$ cat src/msx_upload_pkg.sv
package msx_upload_pkg;

   localparam int SLOT_IDX_W   = 2;              // Slot, subslot and block index
   localparam int BLOCK_ID_W   = 4;
   localparam int COUNT_W      = 8;              // Blocks per entry
   localparam int DDR3_ADDR_W  = 28;
   localparam int SDRAM_ADDR_W = 25;

   localparam logic [7:0] RAM_FILL = 8'hFF;     // Erased RAM pattern

   // Config entry kind, NONE marks an unused entry
   typedef enum logic [2:0] {
      CONFIG_NONE = 3'd0,
      CONFIG_RAM  = 3'd1,
      CONFIG_BIOS = 3'd2,
      CONFIG_FDC  = 3'd3
   } config_typ_t;

   typedef enum logic [2:0] {
      SLOT_TYP_EMPTY    = 3'd0,
      SLOT_TYP_ROM      = 3'd1,
      SLOT_TYP_RAM      = 3'd2,
      SLOT_TYP_MSX2_RAM = 3'd3,
      SLOT_TYP_MAPPER   = 3'd4               // Internal memory mapper
   } slot_typ_t;

   typedef enum logic [1:0] {
      BLOCK_TYP_RAM = 2'd0,
      BLOCK_TYP_ROM = 2'd1,
      BLOCK_TYP_FDC = 2'd2
   } block_typ_t;

endpackage
$ cat src/upload_ram_top.sv
`timescale 1ns/1ns
module upload_ram_top import msx_upload_pkg::*; #(
   parameter int MAX_CONFIG      = 16,
   parameter int MAX_MEM_BLOCK   = 16,
   parameter int BLOCK_ADDR_BITS = 14
) (
   input  logic                    clk,
   input  logic                    rst_n,
   input  logic                    update_request,
   input  logic [1:0]              msx_type,
   input  config_typ_t             cfg_typ[MAX_CONFIG],
   input  logic [SLOT_IDX_W-1:0]   cfg_slot[MAX_CONFIG],
   input  logic [SLOT_IDX_W-1:0]   cfg_sub_slot[MAX_CONFIG],
   input  logic [SLOT_IDX_W-1:0]   cfg_start_block[MAX_CONFIG],
   input  logic [BLOCK_ID_W-1:0]   cfg_block_id[MAX_CONFIG],
   input  logic [COUNT_W-1:0]      cfg_block_count[MAX_CONFIG],
   input  logic                    cfg_mapper[MAX_CONFIG],
   input  logic [DDR3_ADDR_W-1:0]  cfg_store_addr[MAX_CONFIG],
   input  logic                    ddr3_ready,
   input  logic [7:0]              ddr3_dout,
   input  logic                    sdram_ready,
   output logic                    update_ack,
   output logic                    need_reset,
   output logic [DDR3_ADDR_W-1:0]  ddr3_addr,
   output logic                    ddr3_rd,
   output logic                    ddr3_request,
   output logic [SDRAM_ADDR_W-1:0] sdram_addr,
   output logic [7:0]              sdram_din,
   output logic                    sdram_we,
   output logic                    sdram_request,
   output slot_typ_t               slot_typ[4],
   output slot_typ_t               subslot_typ[16],
   output logic [BLOCK_ID_W-1:0]   blk_id[64],
   output logic [SLOT_IDX_W-1:0]   blk_offset[64],
   output logic                    blk_init[64],
   output logic [COUNT_W-1:0]      mem_block_count[MAX_MEM_BLOCK],
   output logic [SDRAM_ADDR_W-1:0] mem_block_offset[MAX_MEM_BLOCK],
   output block_typ_t              mem_block_typ[MAX_MEM_BLOCK]
);
   logic                    busy;
   logic                    clear_start;
   logic                    clear_done;
   logic                    fill_we;
   logic [SLOT_IDX_W-1:0]   fill_slot;
   logic [SLOT_IDX_W-1:0]   fill_subslot;
   logic [SLOT_IDX_W-1:0]   fill_block;
   logic [BLOCK_ID_W-1:0]   fill_block_id;
   logic [COUNT_W-1:0]      fill_count;
   slot_typ_t               fill_slot_typ;
   logic                    fill_mapper;
   logic                    rec_we;
   logic [BLOCK_ID_W-1:0]   rec_block_id;
   logic [COUNT_W-1:0]      rec_count;
   logic [SDRAM_ADDR_W-1:0] rec_offset;
   block_typ_t              rec_typ;
   logic                    copy_start;
   logic                    copy_done;
   logic [DDR3_ADDR_W-1:0]  copy_src;
   logic [COUNT_W-1:0]      copy_count;
   block_typ_t              copy_typ;
   logic                    ptr_clear;

   assign ddr3_request  = busy;
   assign sdram_request = busy;

   config_walker #(.MAX_CONFIG(MAX_CONFIG)) config_walker_inst (.*);

   slot_map slot_map_inst (.*);

   block_table #(.MAX_MEM_BLOCK(MAX_MEM_BLOCK)) block_table_inst (.*);

   block_copier #(.BLOCK_ADDR_BITS(BLOCK_ADDR_BITS)) block_copier_inst (.*);

endmodule

$ cat src/config_walker.sv
`timescale 1ns/1ns
module config_walker import msx_upload_pkg::*; #(
   parameter int MAX_CONFIG = 16
) (
   input  logic                    clk,
   input  logic                    rst_n,
   input  logic                    update_request,
   input  logic [1:0]              msx_type,
   input  config_typ_t             cfg_typ[MAX_CONFIG],
   input  logic [SLOT_IDX_W-1:0]   cfg_slot[MAX_CONFIG],
   input  logic [SLOT_IDX_W-1:0]   cfg_sub_slot[MAX_CONFIG],
   input  logic [SLOT_IDX_W-1:0]   cfg_start_block[MAX_CONFIG],
   input  logic [BLOCK_ID_W-1:0]   cfg_block_id[MAX_CONFIG],
   input  logic [COUNT_W-1:0]      cfg_block_count[MAX_CONFIG],
   input  logic                    cfg_mapper[MAX_CONFIG],
   input  logic [DDR3_ADDR_W-1:0]  cfg_store_addr[MAX_CONFIG],
   input  logic                    clear_done,
   input  logic                    copy_done,
   input  logic [SDRAM_ADDR_W-1:0] sdram_addr,
   output logic                    update_ack,
   output logic                    need_reset,
   output logic                    busy,
   output logic                    clear_start,
   output logic                    fill_we,
   output logic [SLOT_IDX_W-1:0]   fill_slot,
   output logic [SLOT_IDX_W-1:0]   fill_subslot,
   output logic [SLOT_IDX_W-1:0]   fill_block,
   output logic [BLOCK_ID_W-1:0]   fill_block_id,
   output logic [COUNT_W-1:0]      fill_count,
   output slot_typ_t               fill_slot_typ,
   output logic                    fill_mapper,
   output logic                    rec_we,
   output logic [BLOCK_ID_W-1:0]   rec_block_id,
   output logic [COUNT_W-1:0]      rec_count,
   output logic [SDRAM_ADDR_W-1:0] rec_offset,
   output block_typ_t              rec_typ,
   output logic                    copy_start,
   output logic [DDR3_ADDR_W-1:0]  copy_src,
   output logic [COUNT_W-1:0]      copy_count,
   output block_typ_t              copy_typ,
   output logic                    ptr_clear
);
   localparam int CNT_W = (MAX_CONFIG > 1) ? $clog2(MAX_CONFIG) : 1;

   typedef enum logic [2:0] {S_IDLE, S_CLEAR, S_FILL, S_COPY, S_NEXT} state_t;

   state_t           state;
   logic [CNT_W-1:0] cnt;
   config_typ_t      act_typ;
   slot_typ_t        act_slot_typ;
   block_typ_t       act_block_typ;

   assign act_typ = cfg_typ[cnt];

   always_comb begin
      case (act_typ)
         CONFIG_BIOS, CONFIG_FDC: act_slot_typ = SLOT_TYP_ROM;
         default:                 act_slot_typ = (msx_type == 2'd0) ? SLOT_TYP_RAM
                                                                    : SLOT_TYP_MSX2_RAM;
      endcase
      case (act_typ)
         CONFIG_RAM: act_block_typ = BLOCK_TYP_RAM;
         CONFIG_FDC: act_block_typ = BLOCK_TYP_FDC;
         default:    act_block_typ = BLOCK_TYP_ROM;
      endcase
   end

   assign busy       = state != S_IDLE;
   assign update_ack = busy;
   assign need_reset = busy;

   // Entry payload stays put while the strobes fire
   assign fill_slot     = cfg_slot[cnt];
   assign fill_subslot  = cfg_sub_slot[cnt];
   assign fill_block    = cfg_start_block[cnt];
   assign fill_block_id = cfg_block_id[cnt];
   assign fill_count    = cfg_block_count[cnt];
   assign fill_slot_typ = act_slot_typ;
   assign fill_mapper   = cfg_mapper[cnt];
   assign rec_block_id  = cfg_block_id[cnt];
   assign rec_count     = cfg_block_count[cnt];
   assign rec_offset    = sdram_addr;             // Copier has not moved yet
   assign rec_typ       = act_block_typ;
   assign copy_src      = cfg_store_addr[cnt];
   assign copy_count    = cfg_block_count[cnt];
   assign copy_typ      = act_block_typ;

   always_ff @(posedge clk or negedge rst_n) begin
      if (!rst_n) begin
         state       <= S_IDLE;
         cnt         <= '0;
         clear_start <= 1'b0;
         ptr_clear   <= 1'b0;
         fill_we     <= 1'b0;
         rec_we      <= 1'b0;
         copy_start  <= 1'b0;
      end else begin
         clear_start <= 1'b0;
         ptr_clear   <= 1'b0;
         fill_we     <= 1'b0;
         rec_we      <= 1'b0;
         copy_start  <= 1'b0;
         case (state)
            S_IDLE: if (update_request) begin
               cnt         <= '0;
               clear_start <= 1'b1;
               ptr_clear   <= 1'b1;
               state       <= S_CLEAR;
            end
            S_CLEAR: if (clear_done) state <= S_FILL;
            S_FILL: begin
               if (act_typ inside {CONFIG_RAM, CONFIG_BIOS, CONFIG_FDC}) begin
                  fill_we    <= 1'b1;
                  rec_we     <= 1'b1;
                  copy_start <= 1'b1;
                  state      <= S_COPY;
               end else begin
                  state <= S_NEXT;                 // Unused entry
               end
            end
            S_COPY: if (copy_done) state <= S_NEXT;
            S_NEXT: begin
               if (cnt == CNT_W'(MAX_CONFIG - 1)) begin
                  state <= S_IDLE;
               end else begin
                  cnt   <= cnt + 1'b1;
                  state <= S_FILL;
               end
            end
            default: state <= S_IDLE;
         endcase
      end
   end

endmodule

$ cat src/block_copier.sv
`timescale 1ns/1ns
module block_copier import msx_upload_pkg::*; #(
   parameter int BLOCK_ADDR_BITS = 14
) (
   input  logic                    clk,
   input  logic                    rst_n,
   input  logic                    ptr_clear,
   input  logic                    copy_start,
   input  logic [DDR3_ADDR_W-1:0]  copy_src,
   input  logic [COUNT_W-1:0]      copy_count,
   input  block_typ_t              copy_typ,
   input  logic                    ddr3_ready,
   input  logic [7:0]              ddr3_dout,
   input  logic                    sdram_ready,
   output logic                    copy_done,
   output logic [DDR3_ADDR_W-1:0]  ddr3_addr,
   output logic                    ddr3_rd,
   output logic [SDRAM_ADDR_W-1:0] sdram_addr,
   output logic [7:0]              sdram_din,
   output logic                    sdram_we
);
   localparam int IDX_W = COUNT_W + BLOCK_ADDR_BITS;

   typedef enum logic [1:0] {C_IDLE, C_READ, C_WRITE, C_NEXT} state_t;

   state_t                 state;
   logic [IDX_W-1:0]       idx;
   logic [IDX_W-1:0]       last_idx;
   logic [DDR3_ADDR_W-1:0] src;
   logic [COUNT_W-1:0]     count;
   logic                   fill_ram;          // RAM block, no DDR3 traffic

   assign last_idx  = {count - 1'b1, {BLOCK_ADDR_BITS{1'b1}}};
   assign ddr3_addr = src + DDR3_ADDR_W'(idx);
   assign ddr3_rd   = state == C_READ;        // Held until ready
   assign sdram_we  = (state == C_WRITE) && sdram_ready;

   always_ff @(posedge clk or negedge rst_n) begin
      if (!rst_n) begin
         state      <= C_IDLE;
         idx        <= '0;
         copy_done  <= 1'b0;
         sdram_addr <= '0;
      end else begin
         copy_done <= 1'b0;
         if (ptr_clear) begin
            sdram_addr <= '0;
         end else if (sdram_we) begin
            sdram_addr <= sdram_addr + 1'b1;
         end
         case (state)
            C_IDLE: if (copy_start) begin
               idx <= '0;
               if (copy_count == '0) begin
                  copy_done <= 1'b1;           // Nothing to move
               end else if (copy_typ == BLOCK_TYP_RAM) begin
                  state <= C_WRITE;
               end else begin
                  state <= C_READ;
               end
            end
            C_READ:  if (ddr3_ready) state <= C_WRITE;
            C_WRITE: if (sdram_ready) state <= C_NEXT;
            C_NEXT: begin
               if (idx == last_idx) begin
                  copy_done <= 1'b1;
                  state     <= C_IDLE;
               end else begin
                  idx <= idx + 1'b1;
                  if (fill_ram) begin
                     state <= C_WRITE;
                  end else begin
                     state <= C_READ;
                  end
               end
            end
            default: state <= C_IDLE;
         endcase
      end
   end

   always_ff @(posedge clk) begin
      if (copy_start && state == C_IDLE) begin
         src       <= copy_src;
         count     <= copy_count;
         fill_ram  <= copy_typ == BLOCK_TYP_RAM;
         sdram_din <= RAM_FILL;
      end else if (state == C_READ && ddr3_ready) begin
         sdram_din <= ddr3_dout;                // Latch the DDR3 byte
      end
   end

endmodule

$ cat src/block_table.sv
`timescale 1ns/1ns
module block_table import msx_upload_pkg::*; #(
   parameter int MAX_MEM_BLOCK = 16
) (
   input  logic                    clk,
   input  logic                    rst_n,
   input  logic                    rec_we,
   input  logic [BLOCK_ID_W-1:0]   rec_block_id,
   input  logic [COUNT_W-1:0]      rec_count,
   input  logic [SDRAM_ADDR_W-1:0] rec_offset,
   input  block_typ_t              rec_typ,
   output logic [COUNT_W-1:0]      mem_block_count[MAX_MEM_BLOCK],
   output logic [SDRAM_ADDR_W-1:0] mem_block_offset[MAX_MEM_BLOCK],
   output block_typ_t              mem_block_typ[MAX_MEM_BLOCK]
);
   logic id_ok;

   assign id_ok = int'(rec_block_id) < MAX_MEM_BLOCK;   // Ids beyond the table are dropped

   always_ff @(posedge clk or negedge rst_n) begin
      if (!rst_n) begin
         for (int i = 0; i < MAX_MEM_BLOCK; i++) begin
            mem_block_count[i]  <= '0;
            mem_block_offset[i] <= '0;
            mem_block_typ[i]    <= BLOCK_TYP_RAM;
         end
      end else if (rec_we && id_ok) begin
         mem_block_count[rec_block_id]  <= rec_count;
         mem_block_offset[rec_block_id] <= rec_offset;
         mem_block_typ[rec_block_id]    <= rec_typ;
      end
   end

endmodule

$ cat src/slot_map.sv
`timescale 1ns/1ns
module slot_map import msx_upload_pkg::*; (
   input  logic                  clk,
   input  logic                  rst_n,
   input  logic                  clear_start,
   input  logic                  fill_we,
   input  logic [SLOT_IDX_W-1:0] fill_slot,
   input  logic [SLOT_IDX_W-1:0] fill_subslot,
   input  logic [SLOT_IDX_W-1:0] fill_block,
   input  logic [BLOCK_ID_W-1:0] fill_block_id,
   input  logic [COUNT_W-1:0]    fill_count,
   input  slot_typ_t             fill_slot_typ,
   input  logic                  fill_mapper,
   output logic                  clear_done,
   output slot_typ_t             slot_typ[4],
   output slot_typ_t             subslot_typ[16],
   output logic [BLOCK_ID_W-1:0] blk_id[64],
   output logic [SLOT_IDX_W-1:0] blk_offset[64],
   output logic                  blk_init[64]
);
   logic                  clearing;
   logic [5:0]            clr_idx;               // {slot, subslot, block}
   logic [SLOT_IDX_W-1:0] hit_ofs[4];
   logic [3:0]            hit;

   // Blocks of the subslot covered by the current entry
   always_comb begin
      for (int b = 0; b < 4; b++) begin
         hit_ofs[b] = SLOT_IDX_W'(b) - fill_block;
         hit[b]     = (SLOT_IDX_W'(b) >= fill_block) && (COUNT_W'(hit_ofs[b]) < fill_count);
      end
   end

   always_ff @(posedge clk or negedge rst_n) begin
      if (!rst_n) begin
         clearing   <= 1'b0;
         clr_idx    <= '0;
         clear_done <= 1'b0;
         for (int i = 0; i < 4; i++) slot_typ[i] <= SLOT_TYP_EMPTY;
         for (int i = 0; i < 16; i++) subslot_typ[i] <= SLOT_TYP_EMPTY;
         for (int i = 0; i < 64; i++) blk_init[i] <= 1'b0;
      end else begin
         clear_done <= 1'b0;
         if (clear_start) begin
            clearing <= 1'b1;
            clr_idx  <= '0;
         end else if (clearing) begin
            blk_init[clr_idx]         <= 1'b0;
            slot_typ[clr_idx[5:4]]    <= SLOT_TYP_EMPTY;
            subslot_typ[clr_idx[5:2]] <= SLOT_TYP_EMPTY;
            clr_idx                   <= clr_idx + 1'b1;
            if (&clr_idx) begin
               clearing   <= 1'b0;
               clear_done <= 1'b1;
            end
         end else if (fill_we) begin
            if (fill_mapper) begin
               slot_typ[fill_slot]                   <= SLOT_TYP_MAPPER;
               subslot_typ[{fill_slot, fill_subslot}] <= fill_slot_typ;
            end else begin
               slot_typ[fill_slot] <= fill_slot_typ;
            end
            for (int b = 0; b < 4; b++) begin
               if (hit[b]) blk_init[{fill_slot, fill_subslot, 2'(b)}] <= 1'b1;
            end
         end
      end
   end

   always_ff @(posedge clk) begin
      if (fill_we) begin
         for (int b = 0; b < 4; b++) begin
            if (hit[b]) begin
               blk_id[{fill_slot, fill_subslot, 2'(b)}]     <= fill_block_id;
               blk_offset[{fill_slot, fill_subslot, 2'(b)}] <= hit_ofs[b];
            end
         end
      end
   end

endmodule

$ cat config.mk
export PLATFORM = sky130hd
export DESIGN_NAME = upload_ram_top
export DESIGN_NICKNAME = d
export VERILOG_FILES = /design/src/msx_upload_pkg.sv /design/src/upload_ram_top.sv /design/src/config_walker.sv /design/src/block_copier.sv /design/src/block_table.sv /design/src/slot_map.sv
export SDC_FILE = /design/constraint.sdc
export NUM_CORES = 2
export LEC_CHECK = 0
export BUFFER_PORTS_ARGS = -buffer_cell sky130_fd_sc_hd__clkbuf_2
export CAP_MARGIN = 25
export CORE_AREA = 5 5 761 763
export DETAILED_ROUTE_END_ITERATION = 6
export DIE_AREA = 0 0 766 768
export SLEW_MARGIN = 20
export SYNTH_ARGS = -nofsm -noshare
export SYNTH_HDL_FRONTEND = slang
export SYNTH_HIERARCHICAL = 1
export SYNTH_SLANG_ARGS = --single-unit
$ cat constraint.sdc
create_clock -name clk -period 4.99 [get_ports clk]
set_clock_uncertainty 0.1 [all_clocks]
set_input_delay 0.998 -clock clk [delete_from_list [all_inputs] [get_ports clk]]
set_output_delay 0.998 -clock clk [all_outputs]
set_load 0.03 [all_outputs]
==> flow_metrics.env <==
export IMPL_postPlaceCellArea_um2=72200
export IMPL_post_drt_via_cell_ratio=3.11
export IMPL_syn_num_nets=4248
export IMPL_relSlewSlack_pct=32.2
export IMPL_worst_skew_late_latency_ps=850
export IMPL_worstSetupEndpointType="output port"
export IMPL_place_port_buffers=1949
export IMPL_cts_htree_levels=4
export IMPL_final_core_util_pct=13.5
export IMPL_post_route_cell_area_um2=77300
export IMPL_tritoncts_num_buffers=141
export IMPL_fill_cells=64200
export IMPL_cp_data_arrival_time_ps=3790
export IMPL_powerDensity_nw_per_um2=371
export IMPL_ff_latch_area_um2=31600
export IMPL_number_of_standard_cell_rows_in_the_floorplan=278
export IMPL_tritoncts_clock_tree="yes"
export IMPL_vdd_ir_drop_worst_v=0.000460
export IMPL_post_synth_cell_area_avg_um2=15.3
export IMPL_final_min_period_over_clock_period_pct=98.0
export IMPL_timing_max_transition_violations_final=0
export IMPL_top_library_cells_by_usage_in_the_layout_fill_and_taps_aside="1,938 x sky130_fd_sc_hd__clkbuf_2, 728 x sky130_fd_sc_hd__dfrtp_1, 523 x sky130_fd_sc_hd__mux2_2, 421 x sky130_fd_sc_hd__edfxtp_1, 254 x sky130_fd_sc_hd__nor2_1"
export IMPL_grt_setup_unrepaired="yes"
export IMPL_synthesis_instances=3393
export IMPL_synth_edff_count=421
export IMPL_mappedNetlistArea_um2=52000
export IMPL_worst_setup_path_start_kind="flop"
export IMPL_antenna_found_initial=178
export IMPL_detailedPlacementHpwl_um=319000
export IMPL_io_pins=1950
export IMPL_cts_buffer_depth=4
export IMPL_ant_nets=0
export IMPL_numClockSinks=1180
export IMPL_tightestPinTransition_ps=1020
export IMPL_final_nets=6302
export IMPL_post_route_cells_drive_above_1_share_pct=59.9
export IMPL_cellLeakagePower_nw=33.4
export IMPL_fin_worst_hold_slack_ps=333
export IMPL_required_ps=3890
export IMPL_path_class="flop to output port"
export IMPL_gpl_final_weighted_congestion=0.927
export IMPL_start_util_pct=9.09
export IMPL_ctsRootBufferMaster="sky130_fd_sc_hd__clkbuf_16"
export IMPL_wl_per_cell_um=28.5
export IMPL_post_synth_num_cell_types=87
export IMPL_grt_overflow_total=0
export IMPL_worstHoldPathType="input port to flop"
export IMPL_area_growth_from_synthesis_to_layout_pct=48.8
export IMPL_outcome="finished clean"
export IMPL_die_h_um=768
export IMPL_synth_main_ff_cell="sky130_fd_sc_hd__dfrtp_1"
export IMPL_grtUsageTotal_pct=12.2
export IMPL_share_of_flip_flops_with_an_asynchronous_set_or_reset_after_synthesis_pct=63.6
export IMPL_dr_total_vias=41000
export IMPL_routed_wirelength_um=376000
export IMPL_core_area_um2=571000
export IMPL_fin_total_pwr_mw=28.7
export IMPL_critical_path_peak_fanout=3
export IMPL_cap_violations=0
export IMPL_cts_clk_slew_worst_paths_ps=60
export IMPL_synth_seq_cells=1180
export IMPL_setup_slack_ps=101
export IMPL_seq_area_frac_synth_pct=60.8
export IMPL_layout_commonest_cell="sky130_fd_sc_hd__clkbuf_2"
export IMPL_total_area_of_multi_input_combinational_cells_um2=18900
export IMPL_report_final_hold_viol_count=0
export IMPL_grt_pass1_vias=41700
export IMPL_dieArea_um2=588000
export IMPL_yosys_warnings=6
export IMPL_grt_max_degree=143
export IMPL_final_period_minus_worst_setup_slack_ps=4890
export IMPL_floorplan_die_width_um=766
export IMPL_setup_viol=0
export IMPL_detail_route_iter0_violations=3403
export IMPL_drt_drc_violations_left=0
export IMPL_dr_pass1_iters=7
export IMPL_pre_cts_ws_ps=-309
export IMPL_first_pass_grt_wire_length_um=470000
export IMPL_max_freq_mhz=205
## metrics by stage
step / instances / setup TNS [ps]
after CTS: 13100 / -331
after global routing: 13100 / -270
after floorplan: 3393 / 0
final: 13200 / 0
after detailed placement: 12800 / -31660
after global placement: 12800 / -40040
## timing repair
action / in CTS / in global routing
hold buffers: 1 / 0
setup buffers: 12 / 2
hold endpoints to repair: 2 / 0
gates resized for setup: 35 / 8
endpoints found under the setup margin: 442 / 31
pin swaps: 15 / 11
## cell families after synthesis
group,count (synthesis),share of synthesized area [%]
AOI/OAI and AO/OA,346,4.25
and+or+nand+nor,617,5.91
buffers and inverters,326,3.67
muxes,810,23.2
adders and majority gates,40,0.977
xor gates and xnor gates,73,1.23
other,1,0.00722
DFF,1180,60.8
## cell usage after synthesis (9+ instances only)
library cell / count / area [um^2]
sky130_fd_sc_hd__nor2b_1: 12 / 75.1
sky130_fd_sc_hd__a31oi_1: 10 / 62.6
sky130_fd_sc_hd__dfrtp_1: 751 / 18800
sky130_fd_sc_hd__a21o_1: 10 / 75.1
sky130_fd_sc_hd__nand3_1: 40 / 200
sky130_fd_sc_hd__nand2b_1: 20 / 125
sky130_fd_sc_hd__and3_1: 29 / 181
sky130_fd_sc_hd__nor3_1: 13 / 65.1
sky130_fd_sc_hd__nor2_2: 9 / 56.3
sky130_fd_sc_hd__nand2_1: 110 / 413
sky130_fd_sc_hd__o31ai_1: 17 / 128
sky130_fd_sc_hd__ha_1: 39 / 488
sky130_fd_sc_hd__xnor2_1: 26 / 228
sky130_fd_sc_hd__xor2_1: 47 / 412
sky130_fd_sc_hd__mux4_2: 247 / 5560
sky130_fd_sc_hd__nand4_1: 21 / 131
sky130_fd_sc_hd__inv_1: 45 / 169
sky130_fd_sc_hd__clkbuf_1: 113 / 424
sky130_fd_sc_hd__mux2_4: 36 / 541
sky130_fd_sc_hd__or3_1: 16 / 100
sky130_fd_sc_hd__nand3b_1: 11 / 82.6
sky130_fd_sc_hd__buf_6: 32 / 360
sky130_fd_sc_hd__a21oi_1: 69 / 345
sky130_fd_sc_hd__mux2_2: 523 / 5890
sky130_fd_sc_hd__buf_4: 76 / 571
sky130_fd_sc_hd__buf_2: 47 / 235
sky130_fd_sc_hd__o211ai_1: 11 / 82.6
sky130_fd_sc_hd__o2bb2ai_1: 45 / 394
sky130_fd_sc_hd__edfxtp_1: 421 / 12600
sky130_fd_sc_hd__o22ai_1: 12 / 75.1
sky130_fd_sc_hd__and2_1: 11 / 68.8
sky130_fd_sc_hd__nor2_1: 263 / 987
sky130_fd_sc_hd__o21ai_0: 116 / 581
## flip-flops by register name (all words and copies together), names as in the netlist, 2 cells and up
name and cells:
config_walker_inst/state 3, slot_map_inst/subslot_typ 48, block_table_inst/mem_block_count 128, block_table_inst/mem_block_offset 400, block_copier_inst/src 28, slot_map_inst/clr_idx 6, block_copier_inst/state 2, block_copier_inst/sdram_din 8
block_table_inst/mem_block_typ 32, slot_map_inst/slot_typ 12, slot_map_inst/blk_offset 128, slot_map_inst/blk_init 64, slot_map_inst/blk_id 256, config_walker_inst/cnt 4, block_copier_inst/idx 22, block_copier_inst/sdram_addr 25
block_copier_inst/count 8
## layer usage
metal	GRT usage, %	vias to the layer above	share of wire [%]
met5	0	-	0.094
met3	3.77	458	8.5
met1	14.8	21200	40
met2	20.9	2391	48
met4	3.49	52	3.4
li1	-	16800	-
## critical path: stages (launching register included)
cell and delay (ps):
sky130_fd_sc_hd__dfrtp_1 350, sky130_fd_sc_hd__ha_2 190, sky130_fd_sc_hd__inv_2 40, sky130_fd_sc_hd__fa_2 350, sky130_fd_sc_hd__nand2b_4 160, sky130_fd_sc_hd__a21o_1 210, sky130_fd_sc_hd__a21oi_2 200, sky130_fd_sc_hd__a32oi_2 170
sky130_fd_sc_hd__o311ai_1 270, sky130_fd_sc_hd__buf_4 190, sky130_fd_sc_hd__a31oi_4 90, sky130_fd_sc_hd__buf_12 160, sky130_fd_sc_hd__and3b_2 270, sky130_fd_sc_hd__xor2_2 180, sky130_fd_sc_hd__buf_12 150
## path summary, 6_finish.rpt
check / from / to / slack (ps) / cells past startpoint
worst min-delay path: update_request / config_walker_inst/clear_start / 330 / 3
worst min register to register: block_copier_inst/sdram_din[0] / block_copier_inst/sdram_din[0] / 380 / 2
worst max register to register: config_walker_inst/cnt[1] / slot_map_inst/blk_id[178] / 190 / 11
worst max-delay path: block_copier_inst/idx[0] / ddr3_addr[26] / 100 / 14
max in group asynchronous: rst_n / slot_map_inst/subslot_typ[8] / 2600 / 3
min in group asynchronous: rst_n / block_table_inst/mem_block_typ[12] / 700 / 2
## area by class of cell
cell class                 instances  area share [%]
clock inverter                    64           0.842
inverter                          45           0.218
timing repair buffer            2192            16.1
tap                             7560            12.2
multi-input combinational       1887            24.4
antenna                           55           0.178
clock buffer                     187            5.09
sequential                      1180            40.9
## report_power, final
| group | leakage (nW) | switching (mW) | internal [mW] |
|---|---|---|---|
| Sequential | 14.1 | 0.418 | 10.6 |
| Clock | 2.23 | 4.44 | 6.01 |
| Combinational | 17.0 | 4.94 | 2.29 |
Power figures use the tool's default switching activity.
